[src/rgbw_defs.svh]
// RGBW LED controller shared constants
// frame length, PWM prescale and SPI synchronizer depth
`ifndef RGBW_DEFS_SVH
`define RGBW_DEFS_SVH

// seven bytes per colour frame from lint to mode
`define RGBW_FRAME_BYTES 7

// clk cycles per PWM counter tick
`define RGBW_PWM_PRESC 4

// flops on each SPI pin before use
`define RGBW_SYNC_STAGES 2

`endif

[src/rgbw_pkg.sv]
// RGBW LED controller types
// colour frame, duty set and the fixed eight-entry palette
`default_nettype none

package rgbw_pkg;

    // one frame as received with the first byte in the top bits
    typedef struct packed {
        logic [7:0] lint;
        logic [7:0] red;
        logic [7:0] green;
        logic [7:0] blue;
        logic [7:0] white;
        logic [7:0] color_idx;
        logic [7:0] mode;
    } rgbw_frame_t;

    // per-channel PWM duty where 255 means always on
    typedef struct packed {
        logic [7:0] red;
        logic [7:0] green;
        logic [7:0] blue;
        logic [7:0] white;
    } rgbw_duty_t;

    // index bits 0/1/2 light red/green/blue and white only lights on entry 7
    localparam rgbw_duty_t palette [8] = '{
        '{red: 8'h00, green: 8'h00, blue: 8'h00, white: 8'h00},
        '{red: 8'hff, green: 8'h00, blue: 8'h00, white: 8'h00},
        '{red: 8'h00, green: 8'hff, blue: 8'h00, white: 8'h00},
        '{red: 8'hff, green: 8'hff, blue: 8'h00, white: 8'h00},
        '{red: 8'h00, green: 8'h00, blue: 8'hff, white: 8'h00},
        '{red: 8'hff, green: 8'h00, blue: 8'hff, white: 8'h00},
        '{red: 8'h00, green: 8'hff, blue: 8'hff, white: 8'h00},
        '{red: 8'hff, green: 8'hff, blue: 8'hff, white: 8'hff}
    };

endpackage

`default_nettype wire

[src/rgbw_duty_if.sv]
// duty update channel from the colour scaler to the PWM generator
// four duty bytes plus a one-cycle update strobe
`timescale 1ns/1ps
`default_nettype none

interface rgbw_duty_if;

    // new duty set that only counts with duty_valid
    rgbw_pkg::rgbw_duty_t duty;
    // single-cycle strobe without back-pressure
    logic                 duty_valid;

    // scaler side
    modport src (
        output duty,
        output duty_valid
    );

    // pwm side
    modport dst (
        input duty,
        input duty_valid
    );

endinterface

`default_nettype wire

[src/spi_rx.sv]
// SPI mode-0 slave receiver
// oversamples sck, cs_n and mosi on clk and assembles MSB-first bytes
`timescale 1ns/1ps
`default_nettype none
`include "rgbw_defs.svh"

module spi_rx (
    input  logic       clk,
    input  logic       arst_n,
    input  logic       sck,
    input  logic       cs_n,
    input  logic       mosi,
    output logic       byte_rdy,
    output logic [7:0] data_byte,
    output logic       frame_start
);

    // sync chains whose top bit is one cycle older than the synced value
    logic [`RGBW_SYNC_STAGES:0] sck_pipe;
    logic [`RGBW_SYNC_STAGES:0] cs_pipe;
    logic [`RGBW_SYNC_STAGES:0] mosi_pipe;

    logic       sck_rise;
    logic       cs_fall;
    logic       cs_high;
    logic       mosi_s;
    logic [2:0] bit_cnt;
    logic [6:0] shift_q;

    always_ff @(posedge clk or negedge arst_n) begin
        if (!arst_n) begin
            sck_pipe  <= '0;
            // cs idles high so reset must not look like a falling edge
            cs_pipe   <= '1;
            mosi_pipe <= '0;
        end else begin
            sck_pipe  <= {sck_pipe[`RGBW_SYNC_STAGES-1:0], sck};
            cs_pipe   <= {cs_pipe[`RGBW_SYNC_STAGES-1:0], cs_n};
            mosi_pipe <= {mosi_pipe[`RGBW_SYNC_STAGES-1:0], mosi};
        end
    end

    assign sck_rise = sck_pipe[`RGBW_SYNC_STAGES-1] & ~sck_pipe[`RGBW_SYNC_STAGES];
    assign cs_fall  = ~cs_pipe[`RGBW_SYNC_STAGES-1] & cs_pipe[`RGBW_SYNC_STAGES];
    assign cs_high  = cs_pipe[`RGBW_SYNC_STAGES-1];
    // mosi from just before sck rose and settled since the last falling edge
    assign mosi_s   = mosi_pipe[`RGBW_SYNC_STAGES];

    // bit counter and strobes
    always_ff @(posedge clk or negedge arst_n) begin
        if (!arst_n) begin
            bit_cnt     <= 3'd0;
            byte_rdy    <= 1'b0;
            frame_start <= 1'b0;
        end else begin
            byte_rdy    <= 1'b0;
            frame_start <= cs_fall;
            if (cs_high) begin
                // deselect drops any partial byte
                bit_cnt <= 3'd0;
            end else if (sck_rise) begin
                bit_cnt  <= bit_cnt + 3'd1;
                byte_rdy <= (bit_cnt == 3'd7);
            end
        end
    end

    // shift register and byte output
    always_ff @(posedge clk) begin
        if (sck_rise && !cs_high) begin
            shift_q <= {shift_q[5:0], mosi_s};
            // eighth bit completes the byte
            if (bit_cnt == 3'd7) begin
                data_byte <= {shift_q, mosi_s};
            end
        end
    end

endmodule

`default_nettype wire

[src/rgbw_frame_decoder.sv]
// colour frame decoder
// collects the bytes of one chip-select frame and commits only complete frames
`timescale 1ns/1ps
`default_nettype none
`include "rgbw_defs.svh"

module rgbw_frame_decoder (
    input  logic                  clk,
    input  logic                  arst_n,
    input  logic                  byte_rdy,
    input  logic [7:0]            data_byte,
    input  logic                  frame_start,
    output rgbw_pkg::rgbw_frame_t frame,
    output logic                  frame_valid
);

    // index runs one past the last byte to mark the frame as done
    localparam int IDX_W   = $clog2(`RGBW_FRAME_BYTES + 1);
    localparam int FRAME_W = 8 * `RGBW_FRAME_BYTES;

    logic [IDX_W-1:0]   idx;
    // first bytes of the frame while the last one goes straight to the output
    logic [FRAME_W-9:0] shadow;
    logic               accept;
    logic               last_byte;

    // bytes beyond the frame length are ignored
    assign accept    = byte_rdy && (idx < IDX_W'(`RGBW_FRAME_BYTES));
    assign last_byte = (idx == IDX_W'(`RGBW_FRAME_BYTES - 1));

    always_ff @(posedge clk or negedge arst_n) begin
        if (!arst_n) begin
            // no bytes taken until a chip select opens a frame
            idx         <= IDX_W'(`RGBW_FRAME_BYTES);
            frame       <= '0;
            frame_valid <= 1'b0;
        end else begin
            frame_valid <= 1'b0;
            if (frame_start) begin
                idx <= '0;
            end else if (accept) begin
                idx <= idx + 1'b1;
                // full frame so output and strobe change together
                if (last_byte) begin
                    frame       <= rgbw_pkg::rgbw_frame_t'({shadow, data_byte});
                    frame_valid <= 1'b1;
                end
            end
        end
    end

    // shifting keeps arrival order with the first byte in the top bits
    always_ff @(posedge clk) begin
        if (accept && !frame_start && !last_byte) begin
            shadow <= {shadow[FRAME_W-17:0], data_byte};
        end
    end

endmodule

`default_nettype wire

[src/color_scaler.sv]
// colour source select and intensity scaling
// one shift-add multiplier shared by the four channels at nine cycles each
`timescale 1ns/1ps
`default_nettype none

module color_scaler (
    input  logic                  clk,
    input  logic                  arst_n,
    input  rgbw_pkg::rgbw_frame_t frame,
    input  logic                  frame_valid,
    rgbw_duty_if.src              duty_out
);

    logic                 busy;
    logic [1:0]           ch;
    logic [3:0]           bit_idx;
    logic                 start;
    rgbw_pkg::rgbw_duty_t src_sel;
    rgbw_pkg::rgbw_duty_t src_q;
    logic [8:0]           factor_in;
    logic [8:0]           factor_q;
    logic [7:0]           mcand;
    logic                 fbit;
    logic [3:0]           shift;
    logic [15:0]          acc_base;
    logic [15:0]          acc_next;
    logic [15:0]          acc;
    logic [7:0]           res_red;
    logic [7:0]           res_green;
    logic [7:0]           res_blue;

    // palette when mode bit 0 is set and otherwise the frame bytes
    assign src_sel   = frame.mode[0] ? rgbw_pkg::palette[frame.color_idx[2:0]]
                                     : rgbw_pkg::rgbw_duty_t'{red: frame.red,
                                         green: frame.green, blue: frame.blue,
                                         white: frame.white};
    // lint 255 gives factor 256 so duty equals the byte
    assign factor_in = {1'b0, frame.lint} + 9'd1;
    // new frames while busy are dropped
    assign start     = frame_valid && !busy;

    // one multiplier step
    always_comb begin
        if (busy) begin
            case (ch)
                2'd0:    mcand = src_q.red;
                2'd1:    mcand = src_q.green;
                2'd2:    mcand = src_q.blue;
                default: mcand = src_q.white;
            endcase
            fbit     = factor_q[bit_idx];
            shift    = bit_idx;
            acc_base = (bit_idx == 4'd0) ? 16'd0 : acc;
        end else begin
            // bit 0 of red is done in the cycle the frame is taken
            mcand    = src_sel.red;
            fbit     = factor_in[0];
            shift    = 4'd0;
            acc_base = 16'd0;
        end
        acc_next = acc_base + (fbit ? ({8'd0, mcand} << shift) : 16'd0);
    end

    // channel and bit sequencing
    always_ff @(posedge clk or negedge arst_n) begin
        if (!arst_n) begin
            busy                <= 1'b0;
            ch                  <= 2'd0;
            bit_idx             <= 4'd0;
            duty_out.duty       <= '0;
            duty_out.duty_valid <= 1'b0;
        end else begin
            duty_out.duty_valid <= 1'b0;
            if (start) begin
                busy    <= 1'b1;
                ch      <= 2'd0;
                bit_idx <= 4'd1;
            end else if (busy) begin
                if (bit_idx == 4'd8) begin
                    bit_idx <= 4'd0;
                    ch      <= ch + 2'd1;
                    // white finished so all four go out at once
                    if (ch == 2'd3) begin
                        busy                <= 1'b0;
                        duty_out.duty       <= '{red: res_red, green: res_green,
                                                 blue: res_blue, white: acc_next[15:8]};
                        duty_out.duty_valid <= 1'b1;
                    end
                end else begin
                    bit_idx <= bit_idx + 4'd1;
                end
            end
        end
    end

    // operands, accumulator and finished channels
    always_ff @(posedge clk) begin
        if (start) begin
            src_q    <= src_sel;
            factor_q <= factor_in;
        end
        if (start || busy) begin
            acc <= acc_next;
        end
        if (busy && bit_idx == 4'd8) begin
            case (ch)
                2'd0:    res_red   <= acc_next[15:8];
                2'd1:    res_green <= acc_next[15:8];
                2'd2:    res_blue  <= acc_next[15:8];
                default: ;
            endcase
        end
    end

endmodule

`default_nettype wire

[src/pwm_gen.sv]
// four-channel 8-bit PWM generator
// prescaled tick, period of 255 ticks, duty swapped at the period boundary
`timescale 1ns/1ps
`default_nettype none
`include "rgbw_defs.svh"

module pwm_gen (
    input  logic     clk,
    input  logic     arst_n,
    input  logic     pwm_en,
    rgbw_duty_if.dst duty_in,
    output logic     red_pwm,
    output logic     green_pwm,
    output logic     blue_pwm,
    output logic     white_pwm
);

    localparam int PRESC_W = (`RGBW_PWM_PRESC > 1) ? $clog2(`RGBW_PWM_PRESC) : 1;

    logic [PRESC_W-1:0]   presc;
    logic                 tick;
    logic [7:0]           cnt;
    rgbw_pkg::rgbw_duty_t pending;
    rgbw_pkg::rgbw_duty_t active;

    assign tick = (presc == PRESC_W'(`RGBW_PWM_PRESC - 1));

    always_ff @(posedge clk or negedge arst_n) begin
        if (!arst_n) begin
            presc     <= '0;
            cnt       <= 8'd0;
            pending   <= '0;
            active    <= '0;
            red_pwm   <= 1'b0;
            green_pwm <= 1'b0;
            blue_pwm  <= 1'b0;
            white_pwm <= 1'b0;
        end else begin
            // latest duty wins and applies at the next wrap
            if (duty_in.duty_valid) begin
                pending <= duty_in.duty;
            end
            if (!pwm_en) begin
                // disabled so the period is held at its start
                presc     <= '0;
                cnt       <= 8'd0;
                red_pwm   <= 1'b0;
                green_pwm <= 1'b0;
                blue_pwm  <= 1'b0;
                white_pwm <= 1'b0;
            end else begin
                presc <= tick ? '0 : presc + 1'b1;
                if (tick) begin
                    // counts 0..254 so duty 255 stays high for the whole period
                    if (cnt == 8'd254) begin
                        cnt    <= 8'd0;
                        active <= pending;
                    end else begin
                        cnt <= cnt + 8'd1;
                    end
                end
                red_pwm   <= (cnt < active.red);
                green_pwm <= (cnt < active.green);
                blue_pwm  <= (cnt < active.blue);
                white_pwm <= (cnt < active.white);
            end
        end
    end

endmodule

`default_nettype wire

[src/rgbw_controller.sv]
// RGBW LED controller top level
// SPI receiver, frame decoder, colour scaler and PWM generator on one clock
`timescale 1ns/1ps
`default_nettype none

module rgbw_controller (
    input  logic       clk,
    input  logic       arst_n,
    input  logic       sck,
    input  logic       cs_n,
    input  logic       mosi,
    input  logic       pwm_en,
    output logic       red_pwm,
    output logic       green_pwm,
    output logic       blue_pwm,
    output logic       white_pwm,
    output logic       byte_rdy,
    output logic [7:0] mode
);

    logic [7:0]            data_byte;
    logic                  frame_start;
    rgbw_pkg::rgbw_frame_t frame;
    logic                  frame_valid;

    // scaler to pwm duty channel
    rgbw_duty_if u_duty_if ();

    spi_rx u_spi_rx (
        .clk         (clk),
        .arst_n      (arst_n),
        .sck         (sck),
        .cs_n        (cs_n),
        .mosi        (mosi),
        .byte_rdy    (byte_rdy),
        .data_byte   (data_byte),
        .frame_start (frame_start)
    );

    rgbw_frame_decoder u_rgbw_frame_decoder (
        .clk         (clk),
        .arst_n      (arst_n),
        .byte_rdy    (byte_rdy),
        .data_byte   (data_byte),
        .frame_start (frame_start),
        .frame       (frame),
        .frame_valid (frame_valid)
    );

    color_scaler u_color_scaler (
        .clk         (clk),
        .arst_n      (arst_n),
        .frame       (frame),
        .frame_valid (frame_valid),
        .duty_out    (u_duty_if)
    );

    pwm_gen u_pwm_gen (
        .clk       (clk),
        .arst_n    (arst_n),
        .pwm_en    (pwm_en),
        .duty_in   (u_duty_if),
        .red_pwm   (red_pwm),
        .green_pwm (green_pwm),
        .blue_pwm  (blue_pwm),
        .white_pwm (white_pwm)
    );

    // mode of the last complete frame
    assign mode = frame.mode;

endmodule

`default_nettype wire

[config.mk]
export PLATFORM = sky130hd
export DESIGN_NAME = rgbw_controller
export DESIGN_NICKNAME = d
export VERILOG_FILES = /design/src/rgbw_pkg.sv /design/src/rgbw_duty_if.sv /design/src/spi_rx.sv /design/src/rgbw_frame_decoder.sv /design/src/color_scaler.sv /design/src/pwm_gen.sv /design/src/rgbw_controller.sv
export VERILOG_INCLUDE_DIRS = /design/src /design/src/src
export SDC_FILE = /design/constraint.sdc
export NUM_CORES = 1
export LEC_CHECK = 0
export BUFFER_PORTS_ARGS = -buffer_cell sky130_fd_sc_hd__buf_2
export CORE_UTILIZATION = 57
export CTS_BUF_LIST = sky130_fd_sc_hd__clkbuf_4 sky130_fd_sc_hd__clkbuf_8 sky130_fd_sc_hd__clkbuf_16
export CTS_CLUSTER_SIZE = 20
export DETAILED_ROUTE_END_ITERATION = 8
export PLACE_DENSITY = 0.77
export SETUP_SLACK_MARGIN = 0.5
export SLEW_MARGIN = 0
export SYNTH_ARGS = -nofsm -noshare
export SYNTH_HDL_FRONTEND = slang
export SYNTH_SLANG_ARGS = --single-unit
[constraint.sdc]
create_clock -name clk -period 4.1 [get_ports clk]
set_input_delay 0.82 -clock clk [delete_from_list [all_inputs] [get_ports clk]]
set_output_delay 0.82 -clock clk [all_outputs]
set_load 0.05 [all_outputs]
==> results.yml <==
status:
  status: "completed"
cts:
  clk_pin_slew_ns: 0.07
  htree_levels: 2
  cts_tree: "done"
  holdBufCountCts: 0
  cts_root_buf: "clkbuf_16"
  numCtsBuffers: 34
  cts.sinks: 331
  cts_buffer_depth: 3
  insertion_delay_ns: 0.52
critical_path:
  required_ns: 4.50
  crit_arrival_ns: 4.46
  r2r_cells: 15
  path_max_fanout: 5
  end_kind: "register"
  crit_start: "u_color_scaler.ch[0]"
  cp-endpoint: "u_color_scaler.duty_out.duty[7]"
  crit_type: "register to register"
  ff2ff_setup_slack_ns: 0.04
  r2r-start: "u_color_scaler.ch[0]"
  rr_endpoint: "u_color_scaler.duty_out.duty[7]"
  cp-start-kind: "register"
synth:
  netlist_top_cells_count: "181 x dfrtp_1, 153 x nand2_1, 144 x edfxtp_1, 89 x mux2_2, 81 x inv_1"
  syn_inst: 1152
  ys_ff_latch: 331
  async_flop_share_pct: 56.5
  avgSynthCellArea_sq_um: 12.5
  synth_top_family_by_area: "simple AND/OR/NAND/NOR gates"
  yosys.area_share.simple_pct: 9.68
  netlist.area_leader.share_pct: 31.4
  synth_fp_nets: 1218
  yosys_warnings: 0
  synth_top_flop_cell: "dfrtp_1"
  yosysUniqueCellTypes: 64
  synth-xor-area-share_pct: 1.69
  syn-cell-area_sq_mm: 0.0144
  synth-compound-area-share_pct: 8.02
  synth_area_leaders: "dfrtp_1 31%, edfxtp_1 30%, mux2_2 6.9%"
  synth_fa_ha_area_share_pct: 5.25
  muxShareOfSynthArea_pct: 9.01
  yosysMostFrequentCell: "dfrtp_1"
  synth_top_area_cell: "dfrtp_1"
  synth_edf_count: 144
  ys_seq_area_share_pct: 62.4
power:
  power.density_mw_per_mm2: 397
  vdd_drop_max_v: 0.000478
  total_power_uw: 6540
  p_leak_uw: 0.00700
timing:
  drv_slew: 0
  hold_violations: 0
  tns_ns: 0
  min_period_ns: 4.06
  maxClockFrequency_mhz: 246
  fin_crit_sh_pct: 99.1
  setup_violations: 0
  maxSlewHeadroom_pct: 24.6
  whs_ns: 0.233
  fin_skew_ns: 0.0191
  rsz0062_at_grt: "true"
  tightestPinTransition_ns: 1.13
finish:
  fill_cells: 1706
  final_nets: 1266
  fin_cells: 1549
  multi_input_area_sq_mm: 0.00514
  drive_gt1_share_pct: 23.7
  fin_area_sq_mm: 0.0165
  seq_area_sq_mm: 0.00901
  syn2layout_area_growth_pct: 14.2
  n_antenna_cell: 0
placement:
  io_buffers: 18
  dp_hpwl_microns: 18500
  gp_routability_congestion: 0.920
  placed_area_sq_mm: 0.0150
  place_inst: 1473
drt:
  wl_per_cell_microns: 17.9
  routed_wl_microns: 27800
  via_count: 8710
  first_iter_violations: 697
  antenna_left: 0
  drc: 0
  drtPass1Iterations: 5
  routed_via_density: 5.62
floorplanning:
  initial_core_util_pct: 58.6
  ioPinCount: 19
  floorplan.core_area_sq_mm: 0.0246
  dieHeight_microns: 161
  die_w_microns: 161
  fp.dieArea_sq_mm: 0.0260
  rows: 57
grt:
  antenna_found_initial: 0
  grt_first_pass_wirelength_microns: 46400
  grt.overflow.total: 0
  track_usage_pct: 22.7
  grt_max_degree: 102
  grt_pass1_vias: 8925
worst_hold_path:
  worstHoldPathType: "primary input to asynchronous set/reset pin"
job:
  cap_violations: 0
power by group:
part,internal [uW],total [uW],switching (uW),leakage (uW)
sequential,3460,3460,7.78,0.00370
clock,1780,3010,1230,0.000566
combinational,14.0,63.3,49.3,0.00273
cells in the final DEF (no fill, tap or decap), drive strengths merged, types with 8 or more instances in the layout:
cell type	n
inv	84
a21o	21
nand2b	13
and2	23
clkinv	8
dfrtp	181
xor2	10
clkbuf	54
ha	59
nand3	15
nand2	153
nor3	11
nor2	47
xnor2	17
a21oi	31
mux2	90
o21ai	76
buf	64
edfxtp	144
or2	12
mux2i	11
worst min path at each step:
stage | from | endpoint | slack [ns] | cells past startpoint
floorplan | u_spi_rx.mosi_pipe[0] | u_spi_rx.mosi_pipe[1] | 0.33 | 0
global placement | u_spi_rx.sck_pipe[0] | u_spi_rx.sck_pipe[1] | 0.33 | 0
detailed placement | u_spi_rx.mosi_pipe[1] | u_spi_rx.mosi_pipe[2] | 0.34 | 0
CTS | arst_n | u_rgbw_frame_decoder.frame[41] | 0.23 | 1
global route | arst_n | u_rgbw_frame_decoder.frame[55] | 0.24 | 1
finish | arst_n | u_rgbw_frame_decoder.frame[55] | 0.23 | 1
registers in the layout, indices dropped and copies added, names as in the netlist, 4 cells and up:
| name | count |
|---|---|
| u_color_scaler.factor_q | 9 |
| u_rgbw_frame_decoder.frame | 51 |
| u_color_scaler.duty_out.duty | 32 |
| u_pwm_gen.active | 32 |
| u_pwm_gen.cnt | 8 |
| u_color_scaler.res_blue | 8 |
| u_rgbw_frame_decoder.shadow | 48 |
| u_pwm_gen.pending | 32 |
| u_spi_rx.shift_q | 7 |
| u_spi_rx.data_byte | 8 |
| u_color_scaler.res_green | 8 |
| u_color_scaler.res_red | 8 |
| u_color_scaler.src_q | 32 |
| u_color_scaler.bit_idx | 4 |
| u_color_scaler.acc | 16 |
kinds of logic (layout without fill, tap and decap cells):
group,Yosys count,count (layout)
buffers and inverters,137,210
xor gates and xnor gates,27,27
muxes,108,108
adders and majority gates,60,60
AOI/OAI and AO/OA,185,185
and+or+nand+nor,304,304
DFF,331,331
metrics by stage:
| stage | util, % | worst slack (ns) |
|---|---|---|
| after floorplan | - | 0.274 |
| final | 67.0 | 0.0373 |
| after global routing | 67.0 | -0.105 |
| after detailed placement | 60.9 | -0.0201 |
| after CTS | 66.3 | 0.163 |
| after global placement | 60.9 | 0.0486 |
critical path, stage by stage (launching register included):
cell and delay, ns:
dfrtp_1 0.41, ha_2 0.20, a222oi_1 0.48, inv_1 0.07
mux4_2 0.51, or2_4 0.26, a32oi_2 0.20, nor2_1 0.06
o21a_1 0.20, ha_4 0.23, a21o_1 0.16, a211oi_2 0.27
a21boi_4 0.30, a31oi_4 0.12, xnor2_2 0.20, mux2_4 0.28
per-layer routing:
layer,share of wire (%),track usage [%],up-vias
li1,-,-,4121
met1,46,32.8,4345
met2,47,35.9,203
met3,5.0,3.83,41
met4,1.9,6.05,0
met5,0,0,-
cell type report:
type / count / area share [%]
sequential: 331 / 54.7
clock buffer: 53 / 6.40
clock inverter: 8 / 0.372
inverter: 84 / 1.94
tap: 324 / 2.46
multi-input combinational: 684 / 31.2
timing repair buffer: 65 / 2.98
timing repair:
action	4_1_cts	5_1_grt
pin swaps	19	14
cloned	0	0
hold endpoints to repair	0	0
resized for setup	37	21
buffers inserted	6	9
setup endpoints to repair	41	42
No activity file was read; power rests on OpenSTA's default activity.
